**config.mk**
```make
export PLATFORM = sky130hd
export DESIGN_NAME = sha256_top
export DESIGN_NICKNAME = d
export VERILOG_FILES = /design/src/hdl/sha256_pkg.sv /design/src/hdl/msg_padder.sv /design/src/hdl/hash_loader.sv /design/src/hdl/msg_schedule.sv /design/src/hdl/compress_round.sv /design/src/hdl/digest_writer.sv /design/src/hdl/sha256_top.sv
export SDC_FILE = /design/constraint.sdc
export NUM_CORES = 2
export LEC_CHECK = 0
export BUFFER_PORTS_ARGS = -buffer_cell sky130_fd_sc_hd__buf_2
export CAP_MARGIN = 0
export CORE_ASPECT_RATIO = 1.75
export CORE_MARGIN = 2
export CORE_UTILIZATION = 45
export CTS_BUF_LIST = sky130_fd_sc_hd__clkbuf_4
export CTS_CLUSTER_DIAMETER = 200
export DETAILED_ROUTE_END_ITERATION = 10
export PLACE_DENSITY = 0.68
export REMOVE_ABC_BUFFERS = 1
export SLEW_MARGIN = 20
export SYNTH_ARGS = -nofsm -noshare
export SYNTH_HDL_FRONTEND = slang
export SYNTH_SLANG_ARGS = --single-unit
```
**constraint.sdc**
```tcl
create_clock -name clock -period 25.4 [get_ports clock]
set_input_delay 1.27 -clock clock [delete_from_list [all_inputs] [get_ports clock]]
set_output_delay 1.27 -clock clock [all_outputs]
set_load 0.01 [all_outputs]
```
**src/hdl/sha256_pkg.sv**
```systemverilog
/*
 * SHA-256 sizes, memory address widths and the padded block type
 */

package sha256_pkg;

    // ----------------------------------------
    // sizes
    // ----------------------------------------
    localparam int WORD_BITS     = 32;
    localparam int MAX_MSG_BYTES = 55;  // keeps padding inside one block
    localparam int MSG_ADDR_BITS = 6;
    localparam int NUM_ROUNDS    = 64;
    localparam int K_ADDR_BITS   = 6;
    localparam int NUM_H         = 8;
    localparam int H_ADDR_BITS   = 3;
    localparam int STATE_BITS    = NUM_H * WORD_BITS;  // word 0 in the top bits
    localparam int BLOCK_BYTES   = 64;
    localparam int SCHED_WORDS   = 16;

    // ----------------------------------------
    // padded block
    // ----------------------------------------
    // The padder fills it byte by byte and the schedule reads it as big-endian
    // words. Both views use ascending ranges, so element 0 is the leftmost one
    // and byte 0 is the top byte of word 0.
    typedef union packed {
        logic [0:BLOCK_BYTES-1][7:0]           bytes;
        logic [0:SCHED_WORDS-1][WORD_BITS-1:0] words;
    } msg_block_t;

endpackage

```
**src/hdl/msg_padder.sv**
```systemverilog
/*
 * message byte reader and 512-bit block padding
 */

`timescale 1ns/1ps

module msg_padder (
    input  logic                                  clock,
    input  logic                                  reset,
    input  logic                                  go,
    input  logic [sha256_pkg::MSG_ADDR_BITS-1:0]  msg_length,
    input  logic [7:0]                            msg_data,
    input  logic                                  finish,
    output logic [sha256_pkg::MSG_ADDR_BITS-1:0]  msg_address,
    output logic                                  msg_enable,
    output sha256_pkg::msg_block_t                block,
    output logic                                  block_ready
);

    logic                                  idle;
    logic [sha256_pkg::MSG_ADDR_BITS-1:0]  len;
    logic                                  byte_valid;  // read data arrives this cycle
    logic [sha256_pkg::MSG_ADDR_BITS-1:0]  byte_addr;   // where that byte goes

    // ----------------------------------------
    // read sequencing
    // ----------------------------------------
    always_ff @(posedge clock)
    begin
        if (reset)
        begin
            idle        <= 1'b1;
            msg_enable  <= 1'b0;
            msg_address <= '0;
            byte_valid  <= 1'b0;
            block_ready <= 1'b0;
        end
        else
        begin
            byte_valid <= msg_enable;
            if (go && idle)
            begin
                idle        <= 1'b0;
                msg_enable  <= (msg_length != '0);  // empty message skips reads
                msg_address <= '0;
                block_ready <= 1'b0;
            end
            else
            begin
                if (finish)
                    idle <= 1'b1;
                if (msg_enable)
                begin
                    if (msg_address == len - 1'b1)
                        msg_enable <= 1'b0;
                    else
                        msg_address <= msg_address + 1'b1;
                end
                // last byte lands on this same edge
                if (!idle && !msg_enable)
                    block_ready <= 1'b1;
            end
        end
    end

    // ----------------------------------------
    // block contents
    // ----------------------------------------
    always_ff @(posedge clock)
    begin
        byte_addr <= msg_address;
        if (go && idle)
        begin
            len                      <= msg_length;
            block                    <= '0;
            block.bytes[msg_length]  <= 8'h80;  // the appended 1 bit
            {block.bytes[sha256_pkg::BLOCK_BYTES-2], block.bytes[sha256_pkg::BLOCK_BYTES-1]}
                <= 16'({msg_length, 3'b000});  // bit length, big-endian
        end
        else if (byte_valid)
            block.bytes[byte_addr] <= msg_data;
    end

endmodule

```
**src/hdl/hash_loader.sv**
```systemverilog
/*
 * initial hash reader, fills the 256-bit state from the H memory
 */

`timescale 1ns/1ps

module hash_loader (
    input  logic                                clock,
    input  logic                                reset,
    input  logic                                go,
    input  logic [sha256_pkg::WORD_BITS-1:0]    hmem_data,
    input  logic                                finish,
    output logic [sha256_pkg::H_ADDR_BITS-1:0]  hmem_address,
    output logic                                hmem_enable,
    output logic [sha256_pkg::STATE_BITS-1:0]   init_state,
    output logic                                state_ready
);

    logic                                idle;
    logic                                cap_valid;
    logic [sha256_pkg::H_ADDR_BITS-1:0]  cap_slot;  // word index of arriving data

    always_ff @(posedge clock)
    begin
        if (reset)
        begin
            idle         <= 1'b1;
            hmem_enable  <= 1'b0;
            hmem_address <= '0;
            cap_valid    <= 1'b0;
            state_ready  <= 1'b0;
        end
        else
        begin
            cap_valid <= hmem_enable;
            if (go && idle)
            begin
                idle         <= 1'b0;
                hmem_enable  <= 1'b1;
                hmem_address <= '0;
                state_ready  <= 1'b0;
            end
            else
            begin
                if (finish)
                    idle <= 1'b1;
                if (hmem_enable)
                begin
                    if (int'(hmem_address) == sha256_pkg::NUM_H - 1)
                        hmem_enable <= 1'b0;
                    else
                        hmem_address <= hmem_address + 1'b1;
                end
                if (cap_valid && int'(cap_slot) == sha256_pkg::NUM_H - 1)
                    state_ready <= 1'b1;  // eighth word captured
            end
        end
    end

    always_ff @(posedge clock)
    begin
        cap_slot <= hmem_address;
        if (cap_valid)
            init_state[(sha256_pkg::NUM_H - 1 - int'(cap_slot)) * sha256_pkg::WORD_BITS
                       +: sha256_pkg::WORD_BITS] <= hmem_data;
    end

endmodule

```
**src/hdl/msg_schedule.sv**
```systemverilog
/*
 * round counter, K memory reads and the message schedule window
 */

`timescale 1ns/1ps

module msg_schedule (
    input  logic                                clock,
    input  logic                                reset,
    input  logic                                block_ready,
    input  logic                                state_ready,
    input  sha256_pkg::msg_block_t              block,
    input  logic [sha256_pkg::WORD_BITS-1:0]    kmem_data,
    output logic [sha256_pkg::K_ADDR_BITS-1:0]  kmem_address,
    output logic                                kmem_enable,
    output logic                                round_valid,
    output logic                                last_round,
    output logic [sha256_pkg::WORD_BITS-1:0]    w_word,
    output logic [sha256_pkg::WORD_BITS-1:0]    k_word
);

    logic                                                          both_q;
    logic                                                          start;
    logic                                                          at_last;
    logic [0:sha256_pkg::SCHED_WORDS-1][sha256_pkg::WORD_BITS-1:0] win;  // W[t] .. W[t+15]
    logic [sha256_pkg::WORD_BITS-1:0]                              s0;
    logic [sha256_pkg::WORD_BITS-1:0]                              s1;
    logic [sha256_pkg::WORD_BITS-1:0]                              w_next;

    assign start   = block_ready && state_ready && !both_q;  // first cycle both are up
    assign at_last = (int'(kmem_address) == sha256_pkg::NUM_ROUNDS - 1);
    assign k_word  = kmem_data;  // K arrives aligned with round_valid

    // ----------------------------------------
    // W[t+16] from W[t], W[t+1], W[t+9], W[t+14]
    // ----------------------------------------
    always_comb
    begin
        s0     = {win[1][6:0], win[1][31:7]} ^ {win[1][17:0], win[1][31:18]} ^ (win[1] >> 3);
        s1     = {win[14][16:0], win[14][31:17]} ^ {win[14][18:0], win[14][31:19]}
                 ^ (win[14] >> 10);
        w_next = win[0] + s0 + win[9] + s1;
    end

    always_ff @(posedge clock)
    begin
        if (reset)
        begin
            both_q       <= 1'b0;
            kmem_enable  <= 1'b0;
            kmem_address <= '0;
            round_valid  <= 1'b0;
            last_round   <= 1'b0;
        end
        else
        begin
            both_q      <= block_ready && state_ready;
            round_valid <= kmem_enable;  // one cycle read latency
            last_round  <= kmem_enable && at_last;
            if (start)
            begin
                kmem_enable  <= 1'b1;
                kmem_address <= '0;
            end
            else if (kmem_enable)
            begin
                if (at_last)
                    kmem_enable <= 1'b0;
                else
                    kmem_address <= kmem_address + 1'b1;
            end
        end
    end

    always_ff @(posedge clock)
    begin
        if (start)
            win <= block.words;
        else if (kmem_enable)
            win <= {win[1:sha256_pkg::SCHED_WORDS-1], w_next};  // slide by one round
        w_word <= win[0];
    end

endmodule

```
**src/hdl/compress_round.sv**
```systemverilog
/*
 * working variables a to h, one compression round per cycle,
 * final addition of the initial hash
 */

`timescale 1ns/1ps

module compress_round (
    input  logic                               clock,
    input  logic                               reset,
    input  logic                               round_valid,
    input  logic                               last_round,
    input  logic [sha256_pkg::WORD_BITS-1:0]   w_word,
    input  logic [sha256_pkg::WORD_BITS-1:0]   k_word,
    input  logic [sha256_pkg::STATE_BITS-1:0]  init_state,
    output logic [sha256_pkg::STATE_BITS-1:0]  digest,
    output logic                               digest_valid
);

    logic                               running;  // past round 0
    logic [sha256_pkg::STATE_BITS-1:0]  work;     // a in the top word
    logic [sha256_pkg::WORD_BITS-1:0]   a, b, c, d, e, f, g, h;
    logic [sha256_pkg::WORD_BITS-1:0]   sum0;
    logic [sha256_pkg::WORD_BITS-1:0]   sum1;
    logic [sha256_pkg::WORD_BITS-1:0]   ch;
    logic [sha256_pkg::WORD_BITS-1:0]   maj;
    logic [sha256_pkg::WORD_BITS-1:0]   t1;
    logic [sha256_pkg::WORD_BITS-1:0]   t2;

    // round 0 starts straight from the loaded hash
    assign {a, b, c, d, e, f, g, h} = running ? work : init_state;

    // ----------------------------------------
    // round function
    // ----------------------------------------
    always_comb
    begin
        sum0 = {a[1:0], a[31:2]} ^ {a[12:0], a[31:13]} ^ {a[21:0], a[31:22]};
        sum1 = {e[5:0], e[31:6]} ^ {e[10:0], e[31:11]} ^ {e[24:0], e[31:25]};
        ch   = (e & f) ^ (~e & g);
        maj  = (a & b) ^ (a & c) ^ (b & c);
        t1   = h + sum1 + ch + k_word + w_word;
        t2   = sum0 + maj;
    end

    always_ff @(posedge clock)
    begin
        if (reset)
        begin
            running      <= 1'b0;
            digest_valid <= 1'b0;
        end
        else
        begin
            digest_valid <= round_valid && last_round;
            if (round_valid)
                running <= !last_round;
        end
    end

    always_ff @(posedge clock)
    begin
        if (round_valid)
            work <= {t1 + t2, a, b, c, d + t1, e, f, g};
    end

    // wordwise add, no carry between words
    always_comb
    begin
        for (int i = 0; i < sha256_pkg::NUM_H; i++)
            digest[i*sha256_pkg::WORD_BITS +: sha256_pkg::WORD_BITS] =
                work[i*sha256_pkg::WORD_BITS +: sha256_pkg::WORD_BITS]
                + init_state[i*sha256_pkg::WORD_BITS +: sha256_pkg::WORD_BITS];
    end

endmodule

```
**src/hdl/digest_writer.sv**
```systemverilog
/*
 * ordered write-out of the 8 digest words and the finish pulse
 */

`timescale 1ns/1ps

module digest_writer (
    input  logic                                clock,
    input  logic                                reset,
    input  logic                                digest_valid,
    input  logic [sha256_pkg::STATE_BITS-1:0]   digest,
    output logic [sha256_pkg::H_ADDR_BITS-1:0]  dom_address,
    output logic [sha256_pkg::WORD_BITS-1:0]    dom_data,
    output logic                                dom_enable,
    output logic                                dom_write,
    output logic                                finish
);

    logic [sha256_pkg::STATE_BITS-1:0]  held;  // words still to write, next on top
    logic                               at_last;

    assign at_last = (int'(dom_address) == sha256_pkg::NUM_H - 1);

    always_ff @(posedge clock)
    begin
        if (reset)
        begin
            dom_enable  <= 1'b0;
            dom_write   <= 1'b0;
            dom_address <= '0;
            finish      <= 1'b0;
        end
        else
        begin
            finish <= dom_enable && at_last;  // cycle after the last write
            if (digest_valid)
            begin
                dom_enable  <= 1'b1;
                dom_write   <= 1'b1;
                dom_address <= '0;
            end
            else if (dom_enable)
            begin
                if (at_last)
                begin
                    dom_enable <= 1'b0;
                    dom_write  <= 1'b0;
                end
                else
                    dom_address <= dom_address + 1'b1;
            end
        end
    end

    always_ff @(posedge clock)
    begin
        if (digest_valid)
        begin
            dom_data <= digest[sha256_pkg::STATE_BITS-1 -: sha256_pkg::WORD_BITS];
            held     <= digest << sha256_pkg::WORD_BITS;
        end
        else if (dom_enable)
        begin
            dom_data <= held[sha256_pkg::STATE_BITS-1 -: sha256_pkg::WORD_BITS];
            held     <= held << sha256_pkg::WORD_BITS;
        end
    end

endmodule

```
**src/hdl/sha256_top.sv**
```systemverilog
/*
 * SHA-256 single block top level
 * padder, hash loader, schedule, rounds and digest writer on the memory ports
 */

`timescale 1ns/1ps

module sha256_top (
    input  logic                                  clock,
    input  logic                                  reset,
    input  logic                                  go,
    input  logic [sha256_pkg::MSG_ADDR_BITS-1:0]  msg_length,
    output logic                                  finish,

    output logic [sha256_pkg::MSG_ADDR_BITS-1:0]  msg_address,
    output logic                                  msg_enable,
    input  logic [7:0]                            msg_data,

    output logic [sha256_pkg::K_ADDR_BITS-1:0]    kmem_address,
    output logic                                  kmem_enable,
    input  logic [sha256_pkg::WORD_BITS-1:0]      kmem_data,

    output logic [sha256_pkg::H_ADDR_BITS-1:0]    hmem_address,
    output logic                                  hmem_enable,
    input  logic [sha256_pkg::WORD_BITS-1:0]      hmem_data,

    output logic [sha256_pkg::H_ADDR_BITS-1:0]    dom_address,
    output logic [sha256_pkg::WORD_BITS-1:0]      dom_data,
    output logic                                  dom_enable,
    output logic                                  dom_write
);

    sha256_pkg::msg_block_t                block;
    logic                                  block_ready;
    logic [sha256_pkg::STATE_BITS-1:0]     init_state;
    logic                                  state_ready;
    logic                                  round_valid;
    logic                                  last_round;
    logic [sha256_pkg::WORD_BITS-1:0]      w_word;
    logic [sha256_pkg::WORD_BITS-1:0]      k_word;
    logic [sha256_pkg::STATE_BITS-1:0]     digest;
    logic                                  digest_valid;

    msg_padder u_padder (
        .clock       (clock),
        .reset       (reset),
        .go          (go),
        .msg_length  (msg_length),
        .msg_data    (msg_data),
        .finish      (finish),
        .msg_address (msg_address),
        .msg_enable  (msg_enable),
        .block       (block),
        .block_ready (block_ready)
    );

    hash_loader u_loader (
        .clock        (clock),
        .reset        (reset),
        .go           (go),
        .hmem_data    (hmem_data),
        .finish       (finish),
        .hmem_address (hmem_address),
        .hmem_enable  (hmem_enable),
        .init_state   (init_state),
        .state_ready  (state_ready)
    );

    msg_schedule u_schedule (
        .clock        (clock),
        .reset        (reset),
        .block_ready  (block_ready),
        .state_ready  (state_ready),
        .block        (block),
        .kmem_data    (kmem_data),
        .kmem_address (kmem_address),
        .kmem_enable  (kmem_enable),
        .round_valid  (round_valid),
        .last_round   (last_round),
        .w_word       (w_word),
        .k_word       (k_word)
    );

    compress_round u_rounds (
        .clock        (clock),
        .reset        (reset),
        .round_valid  (round_valid),
        .last_round   (last_round),
        .w_word       (w_word),
        .k_word       (k_word),
        .init_state   (init_state),
        .digest       (digest),
        .digest_valid (digest_valid)
    );

    digest_writer u_writer (
        .clock        (clock),
        .reset        (reset),
        .digest_valid (digest_valid),
        .digest       (digest),
        .dom_address  (dom_address),
        .dom_data     (dom_data),
        .dom_enable   (dom_enable),
        .dom_write    (dom_write),
        .finish       (finish)
    );

endmodule

```
==> results.json <==
{
  "layout_common_cells": "nand2_1 (2,440), edfxtp_1 (1,354), a21oi_1 (757)",
  "via_count": 74125,
  "clock_latency_ns": 1.29,
  "synth_top_area_share_pct": 41.42,
  "async_reset_ff_share_pct": 0,
  "period_share_pct": 42.71,
  "synth-edff-count": 1354,
  "dieHeight_um": 621.9,
  "cts_tree": "yes",
  "antenna_found_initial": 9,
  "rr_worst_depth": 34,
  "crit_slowest_cell": "mux2i_1",
  "path_max_fanout": 69,
  "arrival_ns": 11.83,
  "cts_sinks": 1874,
  "min-delay-path-class": "primary input to flop",
  "first_global_vias": 74856,
  "period_needed_ns": 10.85,
  "ys.flop_type": "edfxtp_1",
  "track_usage_pct": 28.90,
  "ys_warn_count": 0,
  "htreeDepth": 5,
  "drive_above_1_share_pct": 13.62,
  "pre_cts_ws_ns": 14.81,
  "first_iter_violations": 6465,
  "synth_top_cell_by_area": "edfxtp_1",
  "first_pass_iters": 8,
  "initial_core_util_pct": 45.32,
  "hold_end": "u_padder.len[0]$_DFFE_PP_",
  "area_growth_pct": 9.803,
  "drc": 0,
  "syn_area_mm2": 0.09817,
  "p_leak_uw": 0.04101,
  "synth_cell_types": 89,
  "hold_depth": 1,
  "crit_top_cell": "inv_1",
  "ys_seq_area_share_pct": 52.02,
  "grt_pass1_wl_um": 474700,
  "fin_nets": 10522,
  "critPathKind": "flop to flop",
  "r2r_start": "u_rounds.running$_SDFFE_PP0P_",
  "drv_slew": 0,
  "wl_per_cell_um": 24.99,
  "coreArea_mm2": 0.2166,
  "synth_seq_cells": 1874,
  "dpl.cell_count": 12273,
  "routed_wl_um": 327000,
  "rows": 226,
  "port_buffers": 136,
  "hold_viol_final": 0,
  "die_w_um": 357.1,
  "synthTopCellsByArea": "edfxtp_1 (41%), dfxtp_1 (11%), nand2_1 (9.3%)",
  "worstPathRequired_ns": 26.38,
  "numCtsBuffers": 441,
  "final_cells": 13083,
  "max_stage_delay_ns": 0.98,
  "max_freq_ghz": 0.09218,
  "use_met1_pct": 29.69,
  "gr-total-overflow": 0,
  "grt_max_degree": 224,
  "vdd.ir_drop.worst_mv": 0.04988,
  "die-area_mm2": 0.2221,
  "setup_viol": 0,
  "r2r-end": "u_rounds.work[255]$_DFFE_PP_",
  "gp_congestion": 1.063,
  "reg2reg_slack_ns": 14.55,
  "use_met3_pct": 4.543,
  "root_buffer": "clkbuf_4",
  "vias_per_cell": 5.666,
  "hp-start": "msg_length[0]",
  "finalSetupTns_ns": 0,
  "end_kind": "flop",
  "powerDensity_mw_per_mm2": 62.30,
  "grtUsageMet2_pct": 51.37,
  "outcome": "completed",
  "final_common_cell": "nand2_1",
  "maxCapViolCount": 0,
  "syn_avg_cell_area_um2": 10.24,
  "hpwl_um": 233200,
  "setup_ws_ns": 14.55,
  "cts.repair.resized": 0,
  "tightest_slew_ns": 1.324,
  "clkSlewWorstSetupHoldPaths_ns": 0.09,
  "busiest_layer": "met2",
  "synth_cells": 9585,
  "finClkSkew_ns": 0.08570,
  "cp-start-kind": "flop",
  "rsz0062_at_grt": "no",
  "cts_setup_buffers": 0,
  "pin_count": 137,
  "cts_buffer_depth": 4,
  "ant_nets": 0,
  "relSlewSlack_pct": 11.11,
  "cts_hold_buf": 0
}
## power breakdown
| part | switching, uW | internal, uW |
|---|---|---|
| Clock | 1300 | 1240 |
| Combinational | 548 | 325 |
| Sequential | 7.29 | 3290 |
| Total | 1860 | 4860 |
## cell type report
cell class / count / area [um2]
diodes: 4 / 10.01
clock buffers: 640 / 4805
clock inverters: 165 / 899.6
fillers: 19827 / 108800
inverters: 407 / 1538
multi-input cells: 6888 / 44200
flip-flops and latches: 1874 / 51080
well taps: 2850 / 3566
repair buffers: 255 / 1699
## routing by layer
metal / vias to the layer above / routed length, um
met1: 36038 / 109800
met5: - / 63
met3: 977 / 19500
li1: 33986 / -
met2: 3114 / 166700
met4: 10 / 30960
## logic make-up (layout without fill, tap and decap cells)
family / count (synthesis) / count (layout) / share of synthesized area (%)
flops: 1874 / 1874 / 52.02
buf+inv: 823 / 1467 / 3.153
other cells: 0 / 4 / 0
mux: 455 / 455 / 5.072
fa+ha+maj: 594 / 594 / 8.977
compound gates: 1543 / 1543 / 9.527
xor+xnor: 601 / 601 / 5.390
simple gates: 3695 / 3695 / 15.86
## how the worst max path moves through the flow
| stage | start | endpoint | slack (ns) | cells after the start |
|---|---|---|---|---|
| floorplan | u_padder.block_ready$_SDFFE_PP0P_ | u_schedule.win[0]$_DFFE_PP_ | 0.22 | 3 |
| global placement | u_rounds.running$_SDFFE_PP0P_ | u_rounds.work[255]$_DFFE_PP_ | 14.96 | 32 |
| detailed placement | u_rounds.running$_SDFFE_PP0P_ | u_rounds.work[255]$_DFFE_PP_ | 14.81 | 35 |
| CTS | u_rounds.running$_SDFFE_PP0P_ | u_rounds.work[255]$_DFFE_PP_ | 14.75 | 32 |
| global route | u_rounds.running$_SDFFE_PP0P_ | u_rounds.work[255]$_DFFE_PP_ | 14.22 | 34 |
| finish | u_rounds.running$_SDFFE_PP0P_ | u_rounds.work[255]$_DFFE_PP_ | 14.55 | 34 |
## registers in the layout (all words and copies together), names as in the netlist, 6 cells and up
signal                   flops
u_padder.msg_address         6
u_writer.dom_data           32
u_schedule.win             512
u_schedule.kmem_address      6
u_rounds.work              256
u_loader.init_state        256
u_writer.held              224
u_padder.len                 6
u_padder.byte_addr           6
u_padder.block             512
u_schedule.w_word           32
## worst max-delay path: cells and delay by family (launching register included)
kind	cells	cell delay [ns]
XOR/XNOR	4	0.86
AND/OR/NAND/NOR	4	0.90
multiplexers	1	0.98
buffers and inverters	6	1.40
AO/OA/AOI/OAI	14	3.32
adder cells (fa/ha/maj)	5	2.20
flip-flops	1	0.60
## Yosys cell counts, drive strengths merged (30+ instances only)
cell type  count
o21bai        43
buf           49
and2         147
o31ai         30
edfxtp      1354
nor2b         56
mux2         340
nor3          55
xor2         125
fa           190
a31oi         31
nand2       2443
a21o         201
nand3        376
xnor2        474
a21oi        761
nor2         398
o21ai        185
dfxtp        520
mux2i        115
inv          407
ha           384
nand2b        51
o21a          57
o22ai         69
clkbuf       367
and3          35
## metrics by stage
stage	total power, uW	utilization [%]	instance area (um2)	hold WS [ns]
6_report	6715	49.77	107800	0.3412
5_1_grt	6975	49.77	107800	0.2837
4_1_cts	6753	49.75	107800	0.2021
3_5_place_dp	4226	47.12	102100	0.3909
3_3_place_gp	4214	47.11	102000	0.3841
2_1_floorplan	3948	-	96610	0.3546
Power figures use the tool's default switching activity.
